## src/hw/sh_lsab_pkg.sv

```systemverilog
package sh_lsab_pkg;

	// Data path width on both the MAC and the LSAB side.
	localparam int WORD_W = 32;

	// LSAB turn number width. The turn rotates over four slots.
	localparam int TURN_W = 2;

	// Receive path owns the LSAB in this slot.
	localparam logic [TURN_W-1:0] CR_SLOT = 2'd0;

	// Transmit path owns the LSAB in this slot.
	localparam logic [TURN_W-1:0] CW_SLOT = 2'd0;

	// Words thrown away after an acknowledged collision.
	localparam int DRAIN_WORDS = 128;

	// Drain counter width. Top bit set means idle.
	localparam int DRAIN_W = 8;

	// Receive queue size.
	localparam int RXQ_DEPTH = 16;

	// Queue address width without the wrap bit.
	localparam int RXQ_AW = 4;

endpackage

```

## src/hw/lsab_wr_if.sv

```systemverilog
`timescale 1ns/1ns

interface lsab_wr_if;
	import sh_lsab_pkg::*;

	logic [WORD_W-1:0] data;    // Word offered to the LSAB.
	logic              write;   // Word pending, level until taken in slot.
	logic              irq;     // Frame end, travels with the last word.
	logic              irq_vld; // Frame good flag for the irq.
	logic              slot;    // Receive path owns the LSAB this cycle.

	// Word producer side.
	modport adaptor (
		output data,
		output write,
		output irq,
		output irq_vld,
		input  slot
	);

	// Buffer side, also decodes the slot.
	modport buffer (
		input  data,
		input  write,
		input  irq,
		input  irq_vld,
		output slot
	);

endinterface

```

## src/hw/lsab_rx_queue.sv

```systemverilog
`timescale 1ns/1ns

module lsab_rx_queue (
	input  logic                           CLK,
	input  logic                           RST,
	input  logic [sh_lsab_pkg::TURN_W-1:0] lsab_turn,
	lsab_wr_if.buffer                      lsab,
	input  logic                           rx_pop,
	output logic [sh_lsab_pkg::WORD_W-1:0] rx_word,
	output logic                           rx_last,
	output logic                           rx_ok,
	output logic                           rx_empty,
	output logic                           rx_overflow
);
	import sh_lsab_pkg::*;

	// Entry layout is {ok, last, word}.
	logic [WORD_W+1:0] mem [RXQ_DEPTH];   // Circular store.
	logic [WORD_W+1:0] rd_entry;          // Oldest entry.
	logic [RXQ_AW:0]   wr_ptr;            // Write pointer plus wrap bit.
	logic [RXQ_AW:0]   rd_ptr;            // Read pointer plus wrap bit.
	logic              accept;            // Word taken from the LSAB.
	logic              full;
	logic              push;
	logic              pop;
	logic              ok_flag;           // Good flag only on frame end.

	assign lsab.slot = lsab_turn == CR_SLOT;      // Receive slot decode.

	assign accept  = lsab.write & lsab.slot;
	assign full    = (wr_ptr[RXQ_AW] != rd_ptr[RXQ_AW])
		&& (wr_ptr[RXQ_AW-1:0] == rd_ptr[RXQ_AW-1:0]);   // Same slot, other lap.
	assign push    = accept & ~full;
	assign pop     = rx_pop & ~rx_empty;
	assign ok_flag = lsab.irq & lsab.irq_vld;

	assign rx_empty = wr_ptr == rd_ptr;
	assign rd_entry = mem[rd_ptr[RXQ_AW-1:0]];    // Shown-ahead.
	assign rx_word  = rd_entry[WORD_W-1:0];
	assign rx_last  = rd_entry[WORD_W];
	assign rx_ok    = rd_entry[WORD_W+1];

	always_ff @(posedge CLK)
	begin
		if (push)
			mem[wr_ptr[RXQ_AW-1:0]] <= {ok_flag, lsab.irq, lsab.data};
	end

	always_ff @(posedge CLK)
	begin
		if (!RST)
		begin
			wr_ptr      <= '0;
			rd_ptr      <= '0;
			rx_overflow <= 1'b0;
		end
		else
		begin
			if (push)
				wr_ptr <= wr_ptr + 1'b1;          // Next free entry.
			if (pop)
				rd_ptr <= rd_ptr + 1'b1;          // Next oldest.
			if (accept && full)
				rx_overflow <= 1'b1;              // Word lost, sticky.
		end
	end

endmodule

```

## src/hw/sh_collision_drain.sv

```systemverilog
`timescale 1ns/1ns

module sh_collision_drain (
	input  logic                           CLK,
	input  logic                           RST,
	input  logic [sh_lsab_pkg::TURN_W-1:0] lsab_turn,
	input  logic                           collision,
	input  logic                           mac_read,
	input  logic                           err_ack,
	output logic                           err_req,
	output logic                           lsab_read
);
	import sh_lsab_pkg::*;

	// Reads from the MAC are short pulses, the LSAB needs a level that
	// holds until the transmit slot. A toggle pair does that. After a
	// collision the rest of the frame sits in the LSAB and gets drained.

	logic               coll_r;       // Collision, first stage.
	logic               coll_prev;    // Collision, second stage.
	logic               read_r;       // MAC read, first stage.
	logic               read_prev;    // MAC read, second stage.
	logic               coll_evt;     // Rising collision.
	logic               read_evt;     // Rising MAC read.
	logic               read_req;     // Flips per MAC read.
	logic               read_ack;     // Follows read_req in slot.
	logic               read_regular; // Regular read pending.
	logic               read_drain;   // Drain in progress.
	logic               my_turn;      // Transmit slot.
	logic [DRAIN_W-1:0] drain_cnt;    // Owned slots drained so far.

	assign my_turn      = lsab_turn == CW_SLOT;
	assign coll_evt     = coll_r & ~coll_prev;
	assign read_evt     = read_r & ~read_prev;
	assign read_regular = read_req ^ read_ack;     // Request outstanding.
	assign read_drain   = ~drain_cnt[DRAIN_W-1];   // Top bit clear while busy.
	assign lsab_read    = read_drain | read_regular;

	always_ff @(posedge CLK)
	begin
		if (!RST)
		begin
			coll_r    <= 1'b0;
			coll_prev <= 1'b0;
			read_r    <= 1'b0;
			read_prev <= 1'b0;
			read_req  <= 1'b0;
			read_ack  <= 1'b0;
			err_req   <= 1'b0;
			drain_cnt <= DRAIN_W'(DRAIN_WORDS);   // Idle.
		end
		else
		begin
			coll_r    <= collision;              // Sync stage.
			coll_prev <= coll_r;                 // Edge reference.
			read_r    <= mac_read;               // Sync stage.
			read_prev <= read_r;                 // Edge reference.

			if (read_evt)
				read_req <= ~read_req;           // New request.
			if (lsab_read && my_turn)
				read_ack <= read_req;            // Served in slot.

			if (read_drain && lsab_read && my_turn)
				drain_cnt <= drain_cnt + 1'b1;   // One word gone.

			// Acknowledge restarts the drain, wins over the count.
			if (err_req && err_ack)
				drain_cnt <= '0;

			if (coll_evt)
				err_req <= 1'b1;                 // Ask the host.
			else if (err_ack)
				err_req <= 1'b0;                 // Answered.
		end
	end

endmodule

```

## src/hw/sh_lsab_bridge.sv

```systemverilog
`timescale 1ns/1ns

module sh_lsab_bridge (
	input  logic                           CLK,
	input  logic                           RST,
	input  logic [sh_lsab_pkg::TURN_W-1:0] lsab_turn,     // Slot owner now.
	// MAC receive side.
	input  logic [sh_lsab_pkg::WORD_W-1:0] eth_data,
	input  logic                           eth_write,
	input  logic                           eth_frame_end,
	input  logic                           eth_frame_ok,
	// Receive consumer.
	input  logic                           rx_pop,
	output logic [sh_lsab_pkg::WORD_W-1:0] rx_word,
	output logic                           rx_last,
	output logic                           rx_ok,
	output logic                           rx_empty,
	output logic                           rx_overflow,
	// MAC transmit side.
	input  logic                           collision,
	input  logic                           mac_read,
	input  logic                           err_ack,
	output logic                           err_req,
	// LSAB read line.
	output logic                           lsab_read
);

	lsab_wr_if lsab_wr ();   // Adaptor to queue write port.

	// Receive words into the LSAB.
	sh_rx_word_adaptor i_rx_adaptor (
		.CLK           (CLK),
		.RST           (RST),
		.eth_data      (eth_data),
		.eth_write     (eth_write),
		.eth_frame_end (eth_frame_end),
		.eth_frame_ok  (eth_frame_ok),
		.lsab          (lsab_wr)
	);

	// Stand-in for the LSAB receive buffer.
	lsab_rx_queue i_rx_queue (
		.CLK         (CLK),
		.RST         (RST),
		.lsab_turn   (lsab_turn),
		.lsab        (lsab_wr),
		.rx_pop      (rx_pop),
		.rx_word     (rx_word),
		.rx_last     (rx_last),
		.rx_ok       (rx_ok),
		.rx_empty    (rx_empty),
		.rx_overflow (rx_overflow)
	);

	// Transmit reads and collision drain.
	sh_collision_drain i_tx_drain (
		.CLK       (CLK),
		.RST       (RST),
		.lsab_turn (lsab_turn),
		.collision (collision),
		.mac_read  (mac_read),
		.err_ack   (err_ack),
		.err_req   (err_req),
		.lsab_read (lsab_read)
	);

endmodule

```

## src/hw/sh_rx_word_adaptor.sv

```systemverilog
`timescale 1ns/1ns

module sh_rx_word_adaptor (
	input  logic                           CLK,
	input  logic                           RST,
	input  logic [sh_lsab_pkg::WORD_W-1:0] eth_data,
	input  logic                           eth_write,
	input  logic                           eth_frame_end,
	input  logic                           eth_frame_ok,
	lsab_wr_if.adaptor                     lsab
);
	import sh_lsab_pkg::*;

	// The MAC signals frame end only after the last write, while the LSAB
	// wants the irq together with the last word. So every word is held
	// back by one event and pushed out by the next write or frame end.

	logic [WORD_W-1:0] holder;      // One word held back.
	logic              write_r;     // Write strobe, first stage.
	logic              write_prev;  // Write strobe, second stage.
	logic              fend_r;      // Frame end, first stage.
	logic              fend_prev;   // Frame end, second stage.
	logic              fok_r;       // Frame good, aligned with fend_r.
	logic              write_evt;   // Rising write strobe.
	logic              fend_evt;    // Rising frame end.
	logic              fend_seen;   // Frame end event, one cycle later.
	logic              capture_arm; // Take eth_data at next slot.
	logic              first_seen;  // A write came in this frame.
	logic              holder_full; // Holder has a word worth sending.
	logic              push_held;   // Send the held word.
	logic              write_lvl;   // Level towards the LSAB.
	logic              irq_lvl;     // Irq level towards the LSAB.
	logic              irq_vld_r;   // Frame good, sampled at frame end.

	assign write_evt = write_r & ~write_prev;              // Edge detect.
	assign fend_evt  = fend_r & ~fend_prev;                // Edge detect.
	assign push_held = (write_evt | fend_seen) & holder_full; // Older word out.

	assign lsab.data    = holder;
	assign lsab.write   = write_lvl;
	assign lsab.irq     = irq_lvl;
	assign lsab.irq_vld = irq_vld_r;

	always_ff @(posedge CLK)
	begin
		if (!RST)
		begin
			write_r     <= 1'b0;
			write_prev  <= 1'b0;
			fend_r      <= 1'b0;
			fend_prev   <= 1'b0;
			fok_r       <= 1'b0;
			fend_seen   <= 1'b0;
			capture_arm <= 1'b0;
			first_seen  <= 1'b0;
			holder_full <= 1'b0;
			write_lvl   <= 1'b0;
			irq_lvl     <= 1'b0;
			irq_vld_r   <= 1'b0;
		end
		else
		begin
			write_r    <= eth_write;           // Sync stage.
			write_prev <= write_r;             // Edge reference.
			fend_r     <= eth_frame_end;       // Sync stage.
			fend_prev  <= fend_r;              // Edge reference.
			fok_r      <= eth_frame_ok;        // Travels with fend_r.
			fend_seen  <= fend_evt;            // Delay for irq.

			if (fend_evt)
				irq_vld_r <= fok_r;                // Good flag at frame end.

			if (fend_seen)
				irq_lvl <= 1'b1;                   // Arm irq.
			else if (lsab.slot)
				irq_lvl <= 1'b0;                   // Taken in slot.

			if (write_evt)
				capture_arm <= 1'b1;               // New word waiting.
			else if (lsab.slot)
				capture_arm <= 1'b0;               // Captured in slot.

			if (push_held)
				write_lvl <= 1'b1;                 // Offer held word.
			else if (lsab.slot)
				write_lvl <= 1'b0;                 // Taken in slot.

			// Last word leaves with the irq, frame is over then.
			if (irq_lvl && lsab.slot)
			begin
				holder_full <= 1'b0;
				first_seen  <= 1'b0;
			end
			else
			begin
				if (write_evt)
					first_seen <= 1'b1;            // Frame has data.
				if (first_seen && lsab.slot)
					holder_full <= 1'b1;           // First word is in.
			end
		end
	end

	// Holder only loads in the receive slot, same edge the old word leaves.
	always_ff @(posedge CLK)
	begin
		if (capture_arm && lsab.slot)
			holder <= eth_data;
	end

endmodule

```

## config.mk

```make
export PLATFORM = sky130hd
export DESIGN_NAME = sh_lsab_bridge
export DESIGN_NICKNAME = d
export VERILOG_FILES = /design/src/hw/sh_lsab_pkg.sv /design/src/hw/lsab_wr_if.sv /design/src/hw/lsab_rx_queue.sv /design/src/hw/sh_collision_drain.sv /design/src/hw/sh_lsab_bridge.sv /design/src/hw/sh_rx_word_adaptor.sv
export SDC_FILE = /design/constraint.sdc
export NUM_CORES = 1
export LEC_CHECK = 0
export BUFFER_PORTS_ARGS = -buffer_cell sky130_fd_sc_hd__buf_2
export CAP_MARGIN = 20
export CORE_MARGIN = 5
export CORE_UTILIZATION = 25
export CTS_BUF_LIST = sky130_fd_sc_hd__clkbuf_8
export DETAILED_ROUTE_END_ITERATION = 10
export PLACE_DENSITY = 0.38
export SLEW_MARGIN = 10
export SYNTH_ARGS = -nofsm -noshare
export SYNTH_HDL_FRONTEND = slang
export SYNTH_SLANG_ARGS = --single-unit
```

## constraint.sdc

```tcl
create_clock -name CLK -period 6.75 [get_ports CLK]
set_input_delay 1.6875 -clock CLK [delete_from_list [all_inputs] [get_ports CLK]]
set_output_delay 1.6875 -clock CLK [all_outputs]
set_load 0.02 [all_outputs]
```

After elaboration in Yosys (flattened, before gate mapping)

Memory sizes are Yosys's and may differ from the RTL's. A register that Yosys moved wholly into a read port is not among the register bits.
Cells that the tools add are included.

Flip-flop bits (word level): 70
Memory bits (writable): 544
Bits of input ports: 43
Output and inout port bits: 38
Memories: 1

$add $sub $neg: 3
Equality and inequality tests: 3
Mux-type cells: 12
Bitwise gates (word level): 21
Reduce and logical (&&, ||, !) cells: 17

Memories:

| name           | depth | bits a word | rd ports | clocked after memory_dff | write ports | RTL line            | text |
|---|---|---|---|---|---|---|---|
| i_rx_queue.mem | 16    | 34          | 1        | 1                        | 1           | lsab_rx_queue.sv:18 | `logic [WORD_W+1:0] mem [RXQ_DEPTH];` |

Operators with widths:

| cell                                                           | count |
|---|---|
| 8-bit two-way mux                                              | 2 |
| 5-bit by 1-bit adder with 5-bit output (second input constant) | 2 |
| 2-bit nonzero test                                             | 5 |
| 1-bit bitwise AND                                              | 9 |
| 1-bit logical AND                                              | 9 |
| 1-bit NOT                                                      | 9 |
| 8-bit by 1-bit adder with 8-bit output (second input constant) | 1 |
| 1-bit two-way mux                                              | 8 |
| 4-bit two-way mux                                              | 2 |
| 5-bit equality test                                            | 1 |
| 4-bit equality test                                            | 1 |
| 2-bit OR reduction                                             | 2 |
| 2-bit zero test                                                | 1 |
| 1-bit bitwise OR                                               | 2 |
| 1-bit != test                                                  | 1 |
| 1-bit XOR                                                      | 1 |

Depth between registers and ports, before layout

Gate-level depths: netlist of the first run.

Word-level depth: 6
Gate-level depth with buffers: 6
Depth with buffers taken out: 4

Modules after synthesis

From an unflattened synthesis of the first run, not the netlist that was laid out.

Cells, all modules: 997
Area, all modules: 23286.1 sq um

By module, submodules not included:

| module             | times used | cells an instance | area an instance (sq um) | seq. area each (sq um) |
|---|---|---|---|---|
| lsab_rx_queue      | 1          | 864               | 21317.9                  | 16636.0 |
| sh_rx_word_adaptor | 1          | 68                | 1360.1                   | 1201.2 |
| sh_collision_drain | 1          | 65                | 608.1                    | 300.3 |

Worst setup path after synthesis of the first run

OpenSTA, ideal clock, no wires.

Path kind: in2reg
From: input lsab_turn[1] (netlist bit)
To: memory i_rx_queue.mem[15][0] (netlist bit) (enable)
Library setup time: 440 ps
Data arrival time: 3899 ps
Setup slack: 2411 ps
Stages: 3
Path buffers: 0
Cells stage by stage: nor3b_1 nand3_1 a21oi_1

Word-level cells in the longest chain between the ends: 5

Ends and longest elaborated chain:

| item                                    | RTL line            | text |
|---|---|---|
| start: declaration                      | sh_lsab_bridge.sv:6 | `input logic [sh_lsab_pkg::TURN_W-1:0] lsab_turn,` |
| 2-bit zero test                         | lsab_rx_queue.sv:28 | `assign lsab.slot = lsab_turn == CR_SLOT;` |
| 1-bit bitwise AND                       | lsab_rx_queue.sv:30 | `assign accept = lsab.write & lsab.slot;` |
| 1-bit bitwise AND                       | lsab_rx_queue.sv:33 | `assign push = accept & ~full;` |
| 1-bit two-way mux                       | lsab_rx_queue.sv:45 | `if (push)` |
| 1-bit two-way mux (not written as such) | lsab_rx_queue.sv:46 | `mem[wr_ptr[RXQ_AW-1:0]] <= {ok_flag, lsab.irq, lsab.data};` |
| end: declaration                        | lsab_rx_queue.sv:18 |  |

Every way passes these cells.

==> run_summary.xml, run 1 <==
<?xml version="1.0" encoding="UTF-8"?>
<metrics>
  <group name="outcome">
    <metric name="status" unit="">finished clean</metric>
  </group>
  <group name="placement">
    <metric name="gp_routability_congestion" unit="">0.674</metric>
    <metric name="dpl_worst_slack" unit="ns">1.67</metric>
    <metric name="dp_hpwl" unit="microns">31600</metric>
    <metric name="port-buffer-count" unit="">80</metric>
  </group>
  <group name="grt">
    <metric name="grt_start_max_net_pins" unit="">87</metric>
    <metric name="vias_in_the_first_global_route" unit="">11500</metric>
    <metric name="number_of_antenna_violations_at_the_first_check_in_global_routing" unit="">2</metric>
    <metric name="grt.overflow.total" unit="">0</metric>
    <metric name="first_pass_grt_wire_length" unit="microns">82900</metric>
    <metric name="global_route.usage.total" unit="">0.115</metric>
  </group>
  <group name="die">
    <metric name="dieHeight" unit="microns">315</metric>
    <metric name="die_area" unit="sq mm">0.0991</metric>
    <metric name="boundaryPins" unit="">81</metric>
    <metric name="initial_utilization" unit="">0.253</metric>
    <metric name="dieWidth" unit="microns">315</metric>
    <metric name="core" unit="sq mm">0.0919</metric>
    <metric name="rows" unit="">111</metric>
  </group>
  <group name="timing">
    <metric name="setup_slack" unit="ns">1.78</metric>
    <metric name="unrepaired_setup_endpoints_after_global_routing" unit="">no</metric>
    <metric name="final_report_hold_violation_count" unit="">0</metric>
    <metric name="setup-violations-final" unit="">0</metric>
    <metric name="final.min_clock_period" unit="ns">4.97</metric>
    <metric name="max_freq" unit="MHz">201</metric>
    <metric name="slew_headroom" unit="">0.389</metric>
    <metric name="setup_tns" unit="ns">0</metric>
    <metric name="measured_slew_at_the_worst_slew_check_pin" unit="ns">0.916</metric>
    <metric name="finalCritPeriodShare" unit="">0.736</metric>
    <metric name="timing_max_transition_violations_final" unit="">0</metric>
    <metric name="worst_clock_skew" unit="ns">0.0287</metric>
  </group>
  <group name="final_layout">
    <metric name="synthToLayoutAreaGrowth" unit="%">16.9</metric>
    <metric name="post_route_cells_drive_above_1_share" unit="">0.347</metric>
    <metric name="final_nets" unit="">1212</metric>
    <metric name="layout.cells.most_common_list" unit="">576 x edfxtp_1, 170 x mux4_2, 109 x clkbuf_8</metric>
    <metric name="finish.utilization" unit="">0.296</metric>
    <metric name="num-fill-cells" unit="">9046</metric>
    <metric name="area_used_by_multi_input_combinational_logic" unit="sq mm">0.00486</metric>
    <metric name="layout_commonest_cell" unit="">edfxtp_1</metric>
    <metric name="area.sequential" unit="sq mm">0.0181</metric>
  </group>
  <group name="worst_setup_path">
    <metric name="timing_worst_setup_path_type" unit="">register to primary output</metric>
    <metric name="worst-endpoint-required" unit="ns">5.06</metric>
    <metric name="end_kind" unit="">primary output</metric>
    <metric name="critical_path_arrival" unit="ns">3.28</metric>
    <metric name="critPathMaxFanout" unit="">38</metric>
    <metric name="cp-start-kind" unit="">register</metric>
  </group>
  <group name="min_path">
    <metric name="hold_path.class" unit="">register to register</metric>
  </group>
  <group name="power">
    <metric name="p_seq_frac" unit="">0.573</metric>
    <metric name="report.power.total" unit="mW">7.27</metric>
    <metric name="ir_drop" unit="uV">148</metric>
    <metric name="power.share.combinational" unit="">0.008</metric>
    <metric name="switching_fraction_of_total_power" unit="">0.218</metric>
    <metric name="power_per_cell_area" unit="mW/mm^2">267</metric>
    <metric name="power.switching" unit="mW">1.58</metric>
    <metric name="cellLeakagePower" unit="nW">8.37</metric>
    <metric name="clock_power_share" unit="">0.419</metric>
    <metric name="internal-power" unit="mW">5.68</metric>
  </group>
  <group name="synthesis">
    <metric name="netlist_area" unit="sq mm">0.0232</metric>
    <metric name="synth.mux.area_fraction" unit="">0.171</metric>
    <metric name="synth_top_family_by_area" unit="">multiplexers</metric>
    <metric name="synth_async_sr_flop_share" unit="">0</metric>
    <metric name="syn-mean-instance-area" unit="sq um">23.4</metric>
    <metric name="number_of_enable_type_register_cells_in_the_synthesized_netlist" unit="">576</metric>
    <metric name="syn_inst" unit="">991</metric>
    <metric name="post_synth_xor_area_fraction" unit="">0.00528</metric>
    <metric name="synth_nets" unit="">1040</metric>
    <metric name="postSynthRegisterBits" unit="">618</metric>
    <metric name="synth-compound-area-share" unit="">0.00479</metric>
    <metric name="synthSimpleGateAreaFrac" unit="">0.0231</metric>
    <metric name="dominantRegCellSynth" unit="">edfxtp_1</metric>
    <metric name="yosys.area_share.adder" unit="">0.00323</metric>
    <metric name="distinct_cell_type_count_of_the_synthesized_netlist" unit="">34</metric>
    <metric name="yosys_warn_count" unit="">0</metric>
    <metric name="ys_seq_area_frac" unit="">0.781</metric>
  </group>
  <group name="route">
    <metric name="drtPass1Iterations" unit="">4</metric>
    <metric name="detailedRoute.firstIterationViolations" unit="">619</metric>
    <metric name="num_vias" unit="">10500</metric>
    <metric name="route.final.wire_length" unit="microns">56900</metric>
    <metric name="drcViolationCount" unit="">0</metric>
    <metric name="detail_route.vias_per_cell" unit="">4.23</metric>
    <metric name="post_drt_wl_per_cell" unit="microns">22.8</metric>
    <metric name="number_of_nets_with_antenna_violations_after_detailed_routing" unit="">0</metric>
  </group>
  <group name="clocking">
    <metric name="post_cts_repair_setup_buffers" unit="">0</metric>
    <metric name="cts_hold_buf" unit="">0</metric>
    <metric name="insertion_delay" unit="ns">0.71</metric>
    <metric name="ctsRootBufferMaster" unit="">clkbuf_8</metric>
    <metric name="cts_clk_pin_slew_worst_paths" unit="ns">0.06</metric>
    <metric name="tritoncts" unit="">built</metric>
    <metric name="cts_resized" unit="">0</metric>
    <metric name="clock-sinks" unit="">618</metric>
    <metric name="ctsLongestPathBuffers" unit="">3</metric>
    <metric name="clock_tree.htree_level_count" unit="">3</metric>
    <metric name="cts_made_buffers" unit="">106</metric>
  </group>
  <group name="flow_run">
    <metric name="cap_viol_max_count" unit="">0</metric>
  </group>
</metrics>
[path summary, 6_finish.rpt]
check | from | to | slack [ns] | cells past startpoint
max | register | rx_word[3] | 1.78 | 4
min | i_rx_adaptor.fend_prev | i_rx_adaptor.fend_seen | 0.41 | 1
max reg2reg | i_rx_queue.wr_ptr[2] | i_rx_queue.mem[0][10] | 3.86 | 6
min reg2reg | i_rx_adaptor.fend_prev | i_rx_adaptor.fend_seen | 0.41 | 1
[kinds of logic after synthesis]
kind of cell	Yosys count
compound gates	19
xor+xnor	14
fa+ha+maj	6
buf+inv	50
flops	618
mux	185
simple gates	99
[cell type report]
class,count,area share
multi-input cells,323,0.179
clock buffers,109,0.0552
flip-flops and latches,618,0.668
inverters,5,0.000691
diodes,1,0.0000921
clock inverters,84,0.0142
repair buffers,109,0.0255
well taps,1243,0.0572
[flip-flops by register name, indices dropped and copies added (netlist names), 5 cells and up, named ones only]
name                    flops
i_rx_queue.mem            544
i_rx_adaptor.lsab.data     32
i_tx_drain.drain_cnt        8
i_rx_queue.rd_ptr           5
i_rx_queue.wr_ptr           5
[cell usage after synthesis, drive strengths merged (2+ instances only)]
library cell,instances,share of area
nand4,7,0.0019
o21ai,2,0.00043
xnor2,5,0.0019
edfxtp,576,0.74
nand2b,8,0.0022
clkbuf,18,0.0029
a21boi,3,0.00097
xor2,9,0.0034
inv,5,0.00081
dfxtp,42,0.036
nor2,12,0.0019
nand2,21,0.0034
and3,17,0.0046
a31oi,2,0.00054
nand3,2,0.00043
ha,6,0.0032
a21oi,9,0.0019
nor2b,9,0.0024
mux4,170,0.16
and2,18,0.0048
mux2i,15,0.0065
buf,27,0.0080
[metrics by stage]
step                hold slack (ns)  cells  area, sq um
finish                        0.413   2492        27200
global route                  0.440   2492        27200
CTS                           0.417   2490        27200
detailed placement            0.409   2297        25300
global placement              0.408   2295        25200
floorplan                     0.392    991        23200
[critical path, cell delays in order (launching register included)]
cell and delay, ns:
dfxtp_4 0.77, buf_12 0.41, mux4_2 0.58, mux4_2 0.57, buf_2 0.20
[metal layers]
| metal | up-vias | wire (microns) | track usage |
|---|---|---|---|
| met3 | 106 | 2230 | 0.0251 |
| li1 | 4554 | - | - |
| met4 | 0 | 1450 | 0.0331 |
| met5 | - | 0 | 0 |
| met1 | 5667 | 25900 | 0.157 |
| met2 | 220 | 27400 | 0.186 |
[power groups by stage]
stage          Clock, mW  Sequential, mW  Combinational (mW)
2_1_floorplan          0            4.24              0.0289
3_3_place_gp           0            4.25              0.0569
3_5_place_dp           0            4.25              0.0574
4_1_cts             3.19            4.17              0.0578
5_1_grt             3.37            4.17              0.0621
6_report            3.04            4.17              0.0551
Note: power is estimated with default switching activity, not from simulation.
==> inputs of run 2 (changes only) <==
Clock period 6.75 ns to 4.92 ns, I/O delays scaled along.
==> run 2 against run 1 <==
Net effect: critical path depth is the same; clock power grew 45%; via count grew 0.67%; clock skew rose by 0.0077 ns; critical endpoint is now rx_last.
==> run_summary.xml, run 2 (same netlist as run 1, synthesis figures left out) <==
<?xml version="1.0" encoding="UTF-8"?>
<metrics>
  <group name="outcome">
    <metric name="status" unit="">finished clean</metric>
  </group>
  <group name="grt">
    <metric name="global_route.usage.total" unit="">0.118</metric>
    <metric name="grt.overflow.total" unit="">0</metric>
    <metric name="vias_in_the_first_global_route" unit="">11500</metric>
    <metric name="grt_start_max_net_pins" unit="">44</metric>
    <metric name="number_of_antenna_violations_at_the_first_check_in_global_routing" unit="">1</metric>
    <metric name="first_pass_grt_wire_length" unit="microns">84400</metric>
  </group>
  <group name="clocking">
    <metric name="cts_clk_pin_slew_worst_paths" unit="ns">0.06</metric>
    <metric name="ctsRootBufferMaster" unit="">clkbuf_8</metric>
    <metric name="cts_hold_buf" unit="">0</metric>
    <metric name="cts_made_buffers" unit="">107</metric>
    <metric name="tritoncts" unit="">built</metric>
    <metric name="clock-sinks" unit="">618</metric>
    <metric name="ctsLongestPathBuffers" unit="">3</metric>
    <metric name="post_cts_repair_setup_buffers" unit="">0</metric>
    <metric name="cts_resized" unit="">0</metric>
    <metric name="clock_tree.htree_level_count" unit="">3</metric>
    <metric name="insertion_delay" unit="ns">0.71</metric>
  </group>
  <group name="worst_setup_path">
    <metric name="timing_worst_setup_path_type" unit="">register to primary output</metric>
    <metric name="worst-endpoint-required" unit="ns">3.69</metric>
    <metric name="critPathMaxFanout" unit="">26</metric>
    <metric name="end_kind" unit="">primary output</metric>
    <metric name="cp-start-kind" unit="">register</metric>
    <metric name="critical_path_arrival" unit="ns">3.22</metric>
  </group>
  <group name="power">
    <metric name="power_per_cell_area" unit="mW/mm^2">372</metric>
    <metric name="ir_drop" unit="uV">157</metric>
    <metric name="cellLeakagePower" unit="nW">8.51</metric>
  </group>
  <group name="final_layout">
    <metric name="post_route_cells_drive_above_1_share" unit="">0.350</metric>
    <metric name="final_nets" unit="">1224</metric>
    <metric name="area_used_by_multi_input_combinational_logic" unit="sq mm">0.00486</metric>
    <metric name="post-route-cell-area" unit="sq mm">0.0274</metric>
    <metric name="largest_register_ffs" unit="">544</metric>
    <metric name="layout_commonest_cell" unit="">edfxtp_1</metric>
    <metric name="finish.utilization" unit="">0.298</metric>
    <metric name="area.sequential" unit="sq mm">0.0181</metric>
    <metric name="layout.cells.most_common_list" unit="">576 x edfxtp_1, 170 x mux4_2, 109 x clkbuf_8</metric>
    <metric name="num-fill-cells" unit="">9035</metric>
    <metric name="synthToLayoutAreaGrowth" unit="%">18.0</metric>
  </group>
  <group name="die">
    <metric name="rows" unit="">111</metric>
    <metric name="die_area" unit="sq mm">0.0991</metric>
    <metric name="initial_utilization" unit="">0.253</metric>
    <metric name="boundaryPins" unit="">81</metric>
    <metric name="core" unit="sq mm">0.0919</metric>
    <metric name="dieHeight" unit="microns">315</metric>
    <metric name="dieWidth" unit="microns">315</metric>
  </group>
  <group name="placement">
    <metric name="gp_routability_congestion" unit="">0.682</metric>
    <metric name="dp_hpwl" unit="microns">33900</metric>
    <metric name="port-buffer-count" unit="">80</metric>
    <metric name="dpl_worst_slack" unit="ns">1.13</metric>
    <metric name="place_area" unit="sq mm">0.0254</metric>
  </group>
  <group name="timing">
    <metric name="setup-violations-final" unit="">0</metric>
    <metric name="setup_slack" unit="ns">0.468</metric>
    <metric name="timing_max_transition_violations_final" unit="">0</metric>
    <metric name="final.min_clock_period" unit="ns">4.45</metric>
    <metric name="measured_slew_at_the_worst_slew_check_pin" unit="ns">0.918</metric>
    <metric name="hold_ws" unit="ns">0.414</metric>
    <metric name="slew_headroom" unit="">0.388</metric>
    <metric name="final_report_hold_violation_count" unit="">0</metric>
    <metric name="max_freq" unit="MHz">225</metric>
    <metric name="finalCritPeriodShare" unit="">0.905</metric>
    <metric name="unrepaired_setup_endpoints_after_global_routing" unit="">no</metric>
    <metric name="worst_clock_skew" unit="ns">0.0365</metric>
    <metric name="setup_tns" unit="ns">0</metric>
  </group>
  <group name="route">
    <metric name="drtPass1Iterations" unit="">4</metric>
    <metric name="drcViolationCount" unit="">0</metric>
    <metric name="number_of_nets_with_antenna_violations_after_detailed_routing" unit="">0</metric>
    <metric name="post_drt_wl_per_cell" unit="microns">23.3</metric>
    <metric name="num_vias" unit="">10600</metric>
    <metric name="detailedRoute.firstIterationViolations" unit="">656</metric>
    <metric name="detail_route.vias_per_cell" unit="">4.23</metric>
    <metric name="route.final.wire_length" unit="microns">58400</metric>
  </group>
  <group name="flow_run">
    <metric name="cap_viol_max_count" unit="">0</metric>
  </group>
  <group name="min_path">
    <metric name="hold_path.class" unit="">register to register</metric>
  </group>
</metrics>
## run 2: cell types whose count changed in the layout (fill, tap and decap cells not counted), sizes merged
cell,previous run,this run
clkinvlp,3,1
buf,109,120
bufinv,0,5
diode,1,2
clkinv,39,45
inv,47,44
## run 2: path summary, 6_finish.rpt
kind	startpoint	end	slack, ns	depth (start not counted)
worst max register to register	i_rx_queue.wr_ptr[2]	i_rx_queue.mem[7][26]	2.24	7
worst max-delay path	register	rx_last	0.47	4
worst min-delay path	i_rx_adaptor.fend_prev	i_rx_adaptor.fend_seen	0.41	1
worst min register to register	i_rx_adaptor.fend_prev	i_rx_adaptor.fend_seen	0.41	1
## run 2: power breakdown
part / internal (mW) / switching (mW) / leakage, nW
clock: 2.33 / 2.09 / 1.17
combinational: 0.0339 / 0.0374 / 1.84
sequential: 5.70 / 0.0238 / 5.50
total: 8.06 / 2.15 / 8.51
## run 2: metal layers
metal,wire [microns],share of wire,vias up,track usage
li1,-,-,4570,-
met1,26200,0.45,5724,0.160
met2,28100,0.48,226,0.192
met3,2850,0.049,98,0.0270
met4,1240,0.021,0,0.0347
met5,0,0,-,0
## run 2: per-stage QoR
stage                     power (mW)  instances
after floorplan                 5.86        991
after global placement          5.90       2309
after detailed placement        5.90       2309
after CTS                       10.4       2508
after global routing            10.7       2510
final                           10.2       2510
## run 2: layout make-up
cell class,instances,share of cell area
Tap cell,1243,0.0567
Timing Repair Buffer,120,0.0292
Sequential cell,618,0.662
Clock buffer,109,0.0547
Inverter,5,0.000684
Multi-Input combinational cell,323,0.177
Antenna cell,2,0.000183
Clock inverter,90,0.0193
## run 2: worst max-delay path: stages (launching register included)
cell and delay, ns:
dfxtp_4 0.74, buf_4 0.42, mux4_2 0.60, mux4_2 0.53, buf_2 0.19
==> inputs of run 3 (changes only) <==
Settings changed: BUFFER_PORTS_ARGS -buffer_cell sky130_fd_sc_hd__buf_2 to not set, DONT_BUFFER_PORTS set to 1, PLACE_DENSITY 0.38 to 0.37.
==> run 3 against run 2 <==
Net effect: routed wire length up 0.58%; die area unchanged; sequential power about the same; clock skew down 0.012 ns; sequential cell count unchanged; count of clock-buffer cells in the layout up 1; global-route usage up 0.069 points; fmax up 6.8%; clock power down 2%; utilization down 0.50 points; setup slack better by 0.29 ns; critical path type unchanged; critical endpoint is now rx_word[30].
==> run_summary.xml, run 3 (same netlist as run 1, synthesis figures left out) <==
<?xml version="1.0" encoding="UTF-8"?>
<metrics>
  <group name="outcome">
    <metric name="status" unit="">finished clean</metric>
  </group>
  <group name="timing">
    <metric name="setup_tns" unit="ns">0</metric>
    <metric name="timing_max_transition_violations_final" unit="">0</metric>
    <metric name="final.min_clock_period" unit="ns">4.17</metric>
    <metric name="measured_slew_at_the_worst_slew_check_pin" unit="ns">0.964</metric>
    <metric name="finalCritPeriodShare" unit="">0.847</metric>
    <metric name="final_report_hold_violation_count" unit="">0</metric>
    <metric name="max_freq" unit="MHz">240</metric>
    <metric name="slew_headroom" unit="">0.357</metric>
    <metric name="worst_clock_skew" unit="ns">0.0248</metric>
    <metric name="unrepaired_setup_endpoints_after_global_routing" unit="">no</metric>
    <metric name="hold_ws" unit="ns">0.417</metric>
    <metric name="setup-violations-final" unit="">0</metric>
  </group>
  <group name="final_layout">
    <metric name="num-fill-cells" unit="">9032</metric>
    <metric name="post-route-cell-area" unit="sq mm">0.0270</metric>
    <metric name="layout.cells.most_common_list" unit="">576 x edfxtp_1, 170 x mux4_2, 110 x clkbuf_8</metric>
    <metric name="largest_register_ffs" unit="">544</metric>
    <metric name="synthToLayoutAreaGrowth" unit="%">16.0</metric>
    <metric name="final_nets" unit="">1141</metric>
    <metric name="post_route_cells_drive_above_1_share" unit="">0.306</metric>
    <metric name="layout_commonest_cell" unit="">edfxtp_1</metric>
  </group>
  <group name="worst_setup_path">
    <metric name="reg2reg_depth" unit="">6</metric>
    <metric name="worst-path-buf-inv" unit="">1</metric>
    <metric name="critical_path_arrival" unit="ns">2.94</metric>
    <metric name="path_cells" unit="">buf_4, mux4_2, mux4_2</metric>
    <metric name="cp_common_cell" unit="">mux4_2</metric>
    <metric name="setup.reg_to_reg.worst_slack" unit="ns">2.14</metric>
    <metric name="timing.critical_path.max_delay_family" unit="">multiplexers</metric>
    <metric name="end_kind" unit="">primary output</metric>
    <metric name="cp-start-kind" unit="">register</metric>
    <metric name="cpPeakStageDelay" unit="ns">0.83</metric>
    <metric name="worst-endpoint-required" unit="ns">3.69</metric>
    <metric name="slowest_cell_on_the_critical_path" unit="">dfxtp_4</metric>
    <metric name="critPathMaxFanout" unit="">40</metric>
    <metric name="timing.critical_path.depth" unit="">3</metric>
    <metric name="crit-reg2reg-capture" unit="">i_rx_queue.mem[4][14]</metric>
    <metric name="timing_worst_setup_path_type" unit="">register to primary output</metric>
    <metric name="critical_path.reg2reg.startpoint" unit="">i_rx_queue.wr_ptr[1]</metric>
  </group>
  <group name="min_path">
    <metric name="min_delay_worst_endpoint" unit="">i_rx_adaptor.fend_seen</metric>
    <metric name="worstHoldStart" unit="">i_rx_adaptor.fend_prev</metric>
    <metric name="hold_path.class" unit="">register to register</metric>
    <metric name="worstHoldPathCells" unit="">1</metric>
  </group>
  <group name="clocking">
    <metric name="ctsLongestPathBuffers" unit="">3</metric>
    <metric name="clock-sinks" unit="">618</metric>
    <metric name="cts_made_buffers" unit="">109</metric>
    <metric name="post_cts_repair_setup_buffers" unit="">0</metric>
    <metric name="ctsRootBufferMaster" unit="">clkbuf_8</metric>
    <metric name="cts_resized" unit="">0</metric>
    <metric name="cts_clk_pin_slew_worst_paths" unit="ns">0.06</metric>
    <metric name="tritoncts" unit="">built</metric>
    <metric name="cts_hold_buf" unit="">0</metric>
    <metric name="insertion_delay" unit="ns">0.70</metric>
    <metric name="clock_tree.htree_level_count" unit="">3</metric>
  </group>
  <group name="grt">
    <metric name="grt.overflow.total" unit="">0</metric>
    <metric name="number_of_antenna_violations_at_the_first_check_in_global_routing" unit="">1</metric>
    <metric name="global_route.usage.total" unit="">0.119</metric>
    <metric name="first_pass_grt_wire_length" unit="microns">84500</metric>
    <metric name="vias_in_the_first_global_route" unit="">11400</metric>
    <metric name="grt_start_max_net_pins" unit="">52</metric>
  </group>
  <group name="die">
    <metric name="die_area" unit="sq mm">0.0991</metric>
    <metric name="initial_utilization" unit="">0.253</metric>
    <metric name="dieWidth" unit="microns">315</metric>
    <metric name="boundaryPins" unit="">81</metric>
    <metric name="dieHeight" unit="microns">315</metric>
    <metric name="core" unit="sq mm">0.0919</metric>
    <metric name="rows" unit="">111</metric>
  </group>
  <group name="power">
    <metric name="p_seq_frac" unit="">0.566</metric>
    <metric name="power.switching" unit="mW">2.16</metric>
    <metric name="ir_drop" unit="uV">198</metric>
    <metric name="switching_fraction_of_total_power" unit="">0.214</metric>
    <metric name="cellLeakagePower" unit="nW">8.10</metric>
    <metric name="internal-power" unit="mW">7.95</metric>
    <metric name="power_per_cell_area" unit="mW/mm^2">375</metric>
    <metric name="power.share.combinational" unit="">0.005</metric>
    <metric name="clock_power_share" unit="">0.429</metric>
  </group>
  <group name="route">
    <metric name="wl_met3" unit="microns">2720</metric>
    <metric name="num_vias" unit="">10300</metric>
    <metric name="number_of_nets_with_antenna_violations_after_detailed_routing" unit="">0</metric>
    <metric name="detailroute.wirelength.met2" unit="microns">28400</metric>
    <metric name="route.final.wire_length" unit="microns">58700</metric>
    <metric name="detailedRoute.firstIterationViolations" unit="">675</metric>
    <metric name="m1WireLength" unit="microns">26400</metric>
    <metric name="detail_route.vias_per_cell" unit="">4.25</metric>
    <metric name="post_drt_wl_per_cell" unit="microns">24.2</metric>
    <metric name="maxUsedRoutingLayer" unit="">met4</metric>
    <metric name="drtPass1Iterations" unit="">4</metric>
    <metric name="drcViolationCount" unit="">0</metric>
  </group>
  <group name="placement">
    <metric name="dp_hpwl" unit="microns">32600</metric>
    <metric name="place_area" unit="sq mm">0.0250</metric>
    <metric name="gp_routability_congestion" unit="">0.680</metric>
    <metric name="port-buffer-count" unit="">0</metric>
  </group>
  <group name="flow_run">
    <metric name="cap_viol_max_count" unit="">0</metric>
  </group>
</metrics>
## run 3: cell types whose count changed in the layout (fill, tap and decap cells not counted), moves of 2 or more
cell / previous run / this run
clkinv_8: 3 / 0
buf_2: 80 / 0
clkinvlp_4: 1 / 4
clkinv_1: 31 / 37
bufinv_16: 5 / 3
inv_1: 43 / 33
buf_4: 32 / 23
buf_12: 8 / 12
clkinv_2: 11 / 15
## run 3: metal layers
metal  track usage  vias up
met4        0.0300        0
met3        0.0327      100
met1         0.160     5622
met2         0.193      185
met5             0        -
li1              -     4399
## run 3: area by class of cell
class	count	area, sq um	area share
multi-input cells	323	4860	0.180
diodes	1	2.50	0.0000928
clock buffers	110	1510	0.0561
clock inverters	88	448	0.0166
inverters	5	18.8	0.000696
flip-flops and latches	618	18100	0.673
repair buffers	35	413	0.0153
well taps	1243	1560	0.0577
## run 3: power by group through the flow
stage	clock network [mW]	logic, mW	registers, mW
3_5_place_dp	0	0.0482	5.83
2_1_floorplan	0	0.0396	5.82
6_report	4.34	0.0457	5.72
3_3_place_gp	0	0.0480	5.83
5_1_grt	4.80	0.0512	5.72
4_1_cts	4.55	0.0482	5.72
## run 3: worst max path at each step
stage                                  to  slack [ns]
global route                   rx_word[0]        0.56
global placement    i_rx_queue.mem[4][21]        1.26
CTS                           rx_word[30]        0.57
finish                        rx_word[30]        0.75
floorplan           i_rx_queue.mem[15][0]        1.04
detailed placement  i_rx_queue.mem[4][17]        1.30
## run 3: through the flow
stage | cells | worst slack [ns] | util | total power [mW]
after floorplan | 991 | 1.04 | - | 5.86
after detailed placement | 2224 | 1.30 | 0.272 | 5.88
after CTS | 2422 | 0.569 | 0.293 | 10.3
after global placement | 2224 | 1.26 | 0.272 | 5.88
after global routing | 2423 | 0.562 | 0.293 | 10.6
final | 2423 | 0.753 | 0.293 | 10.1
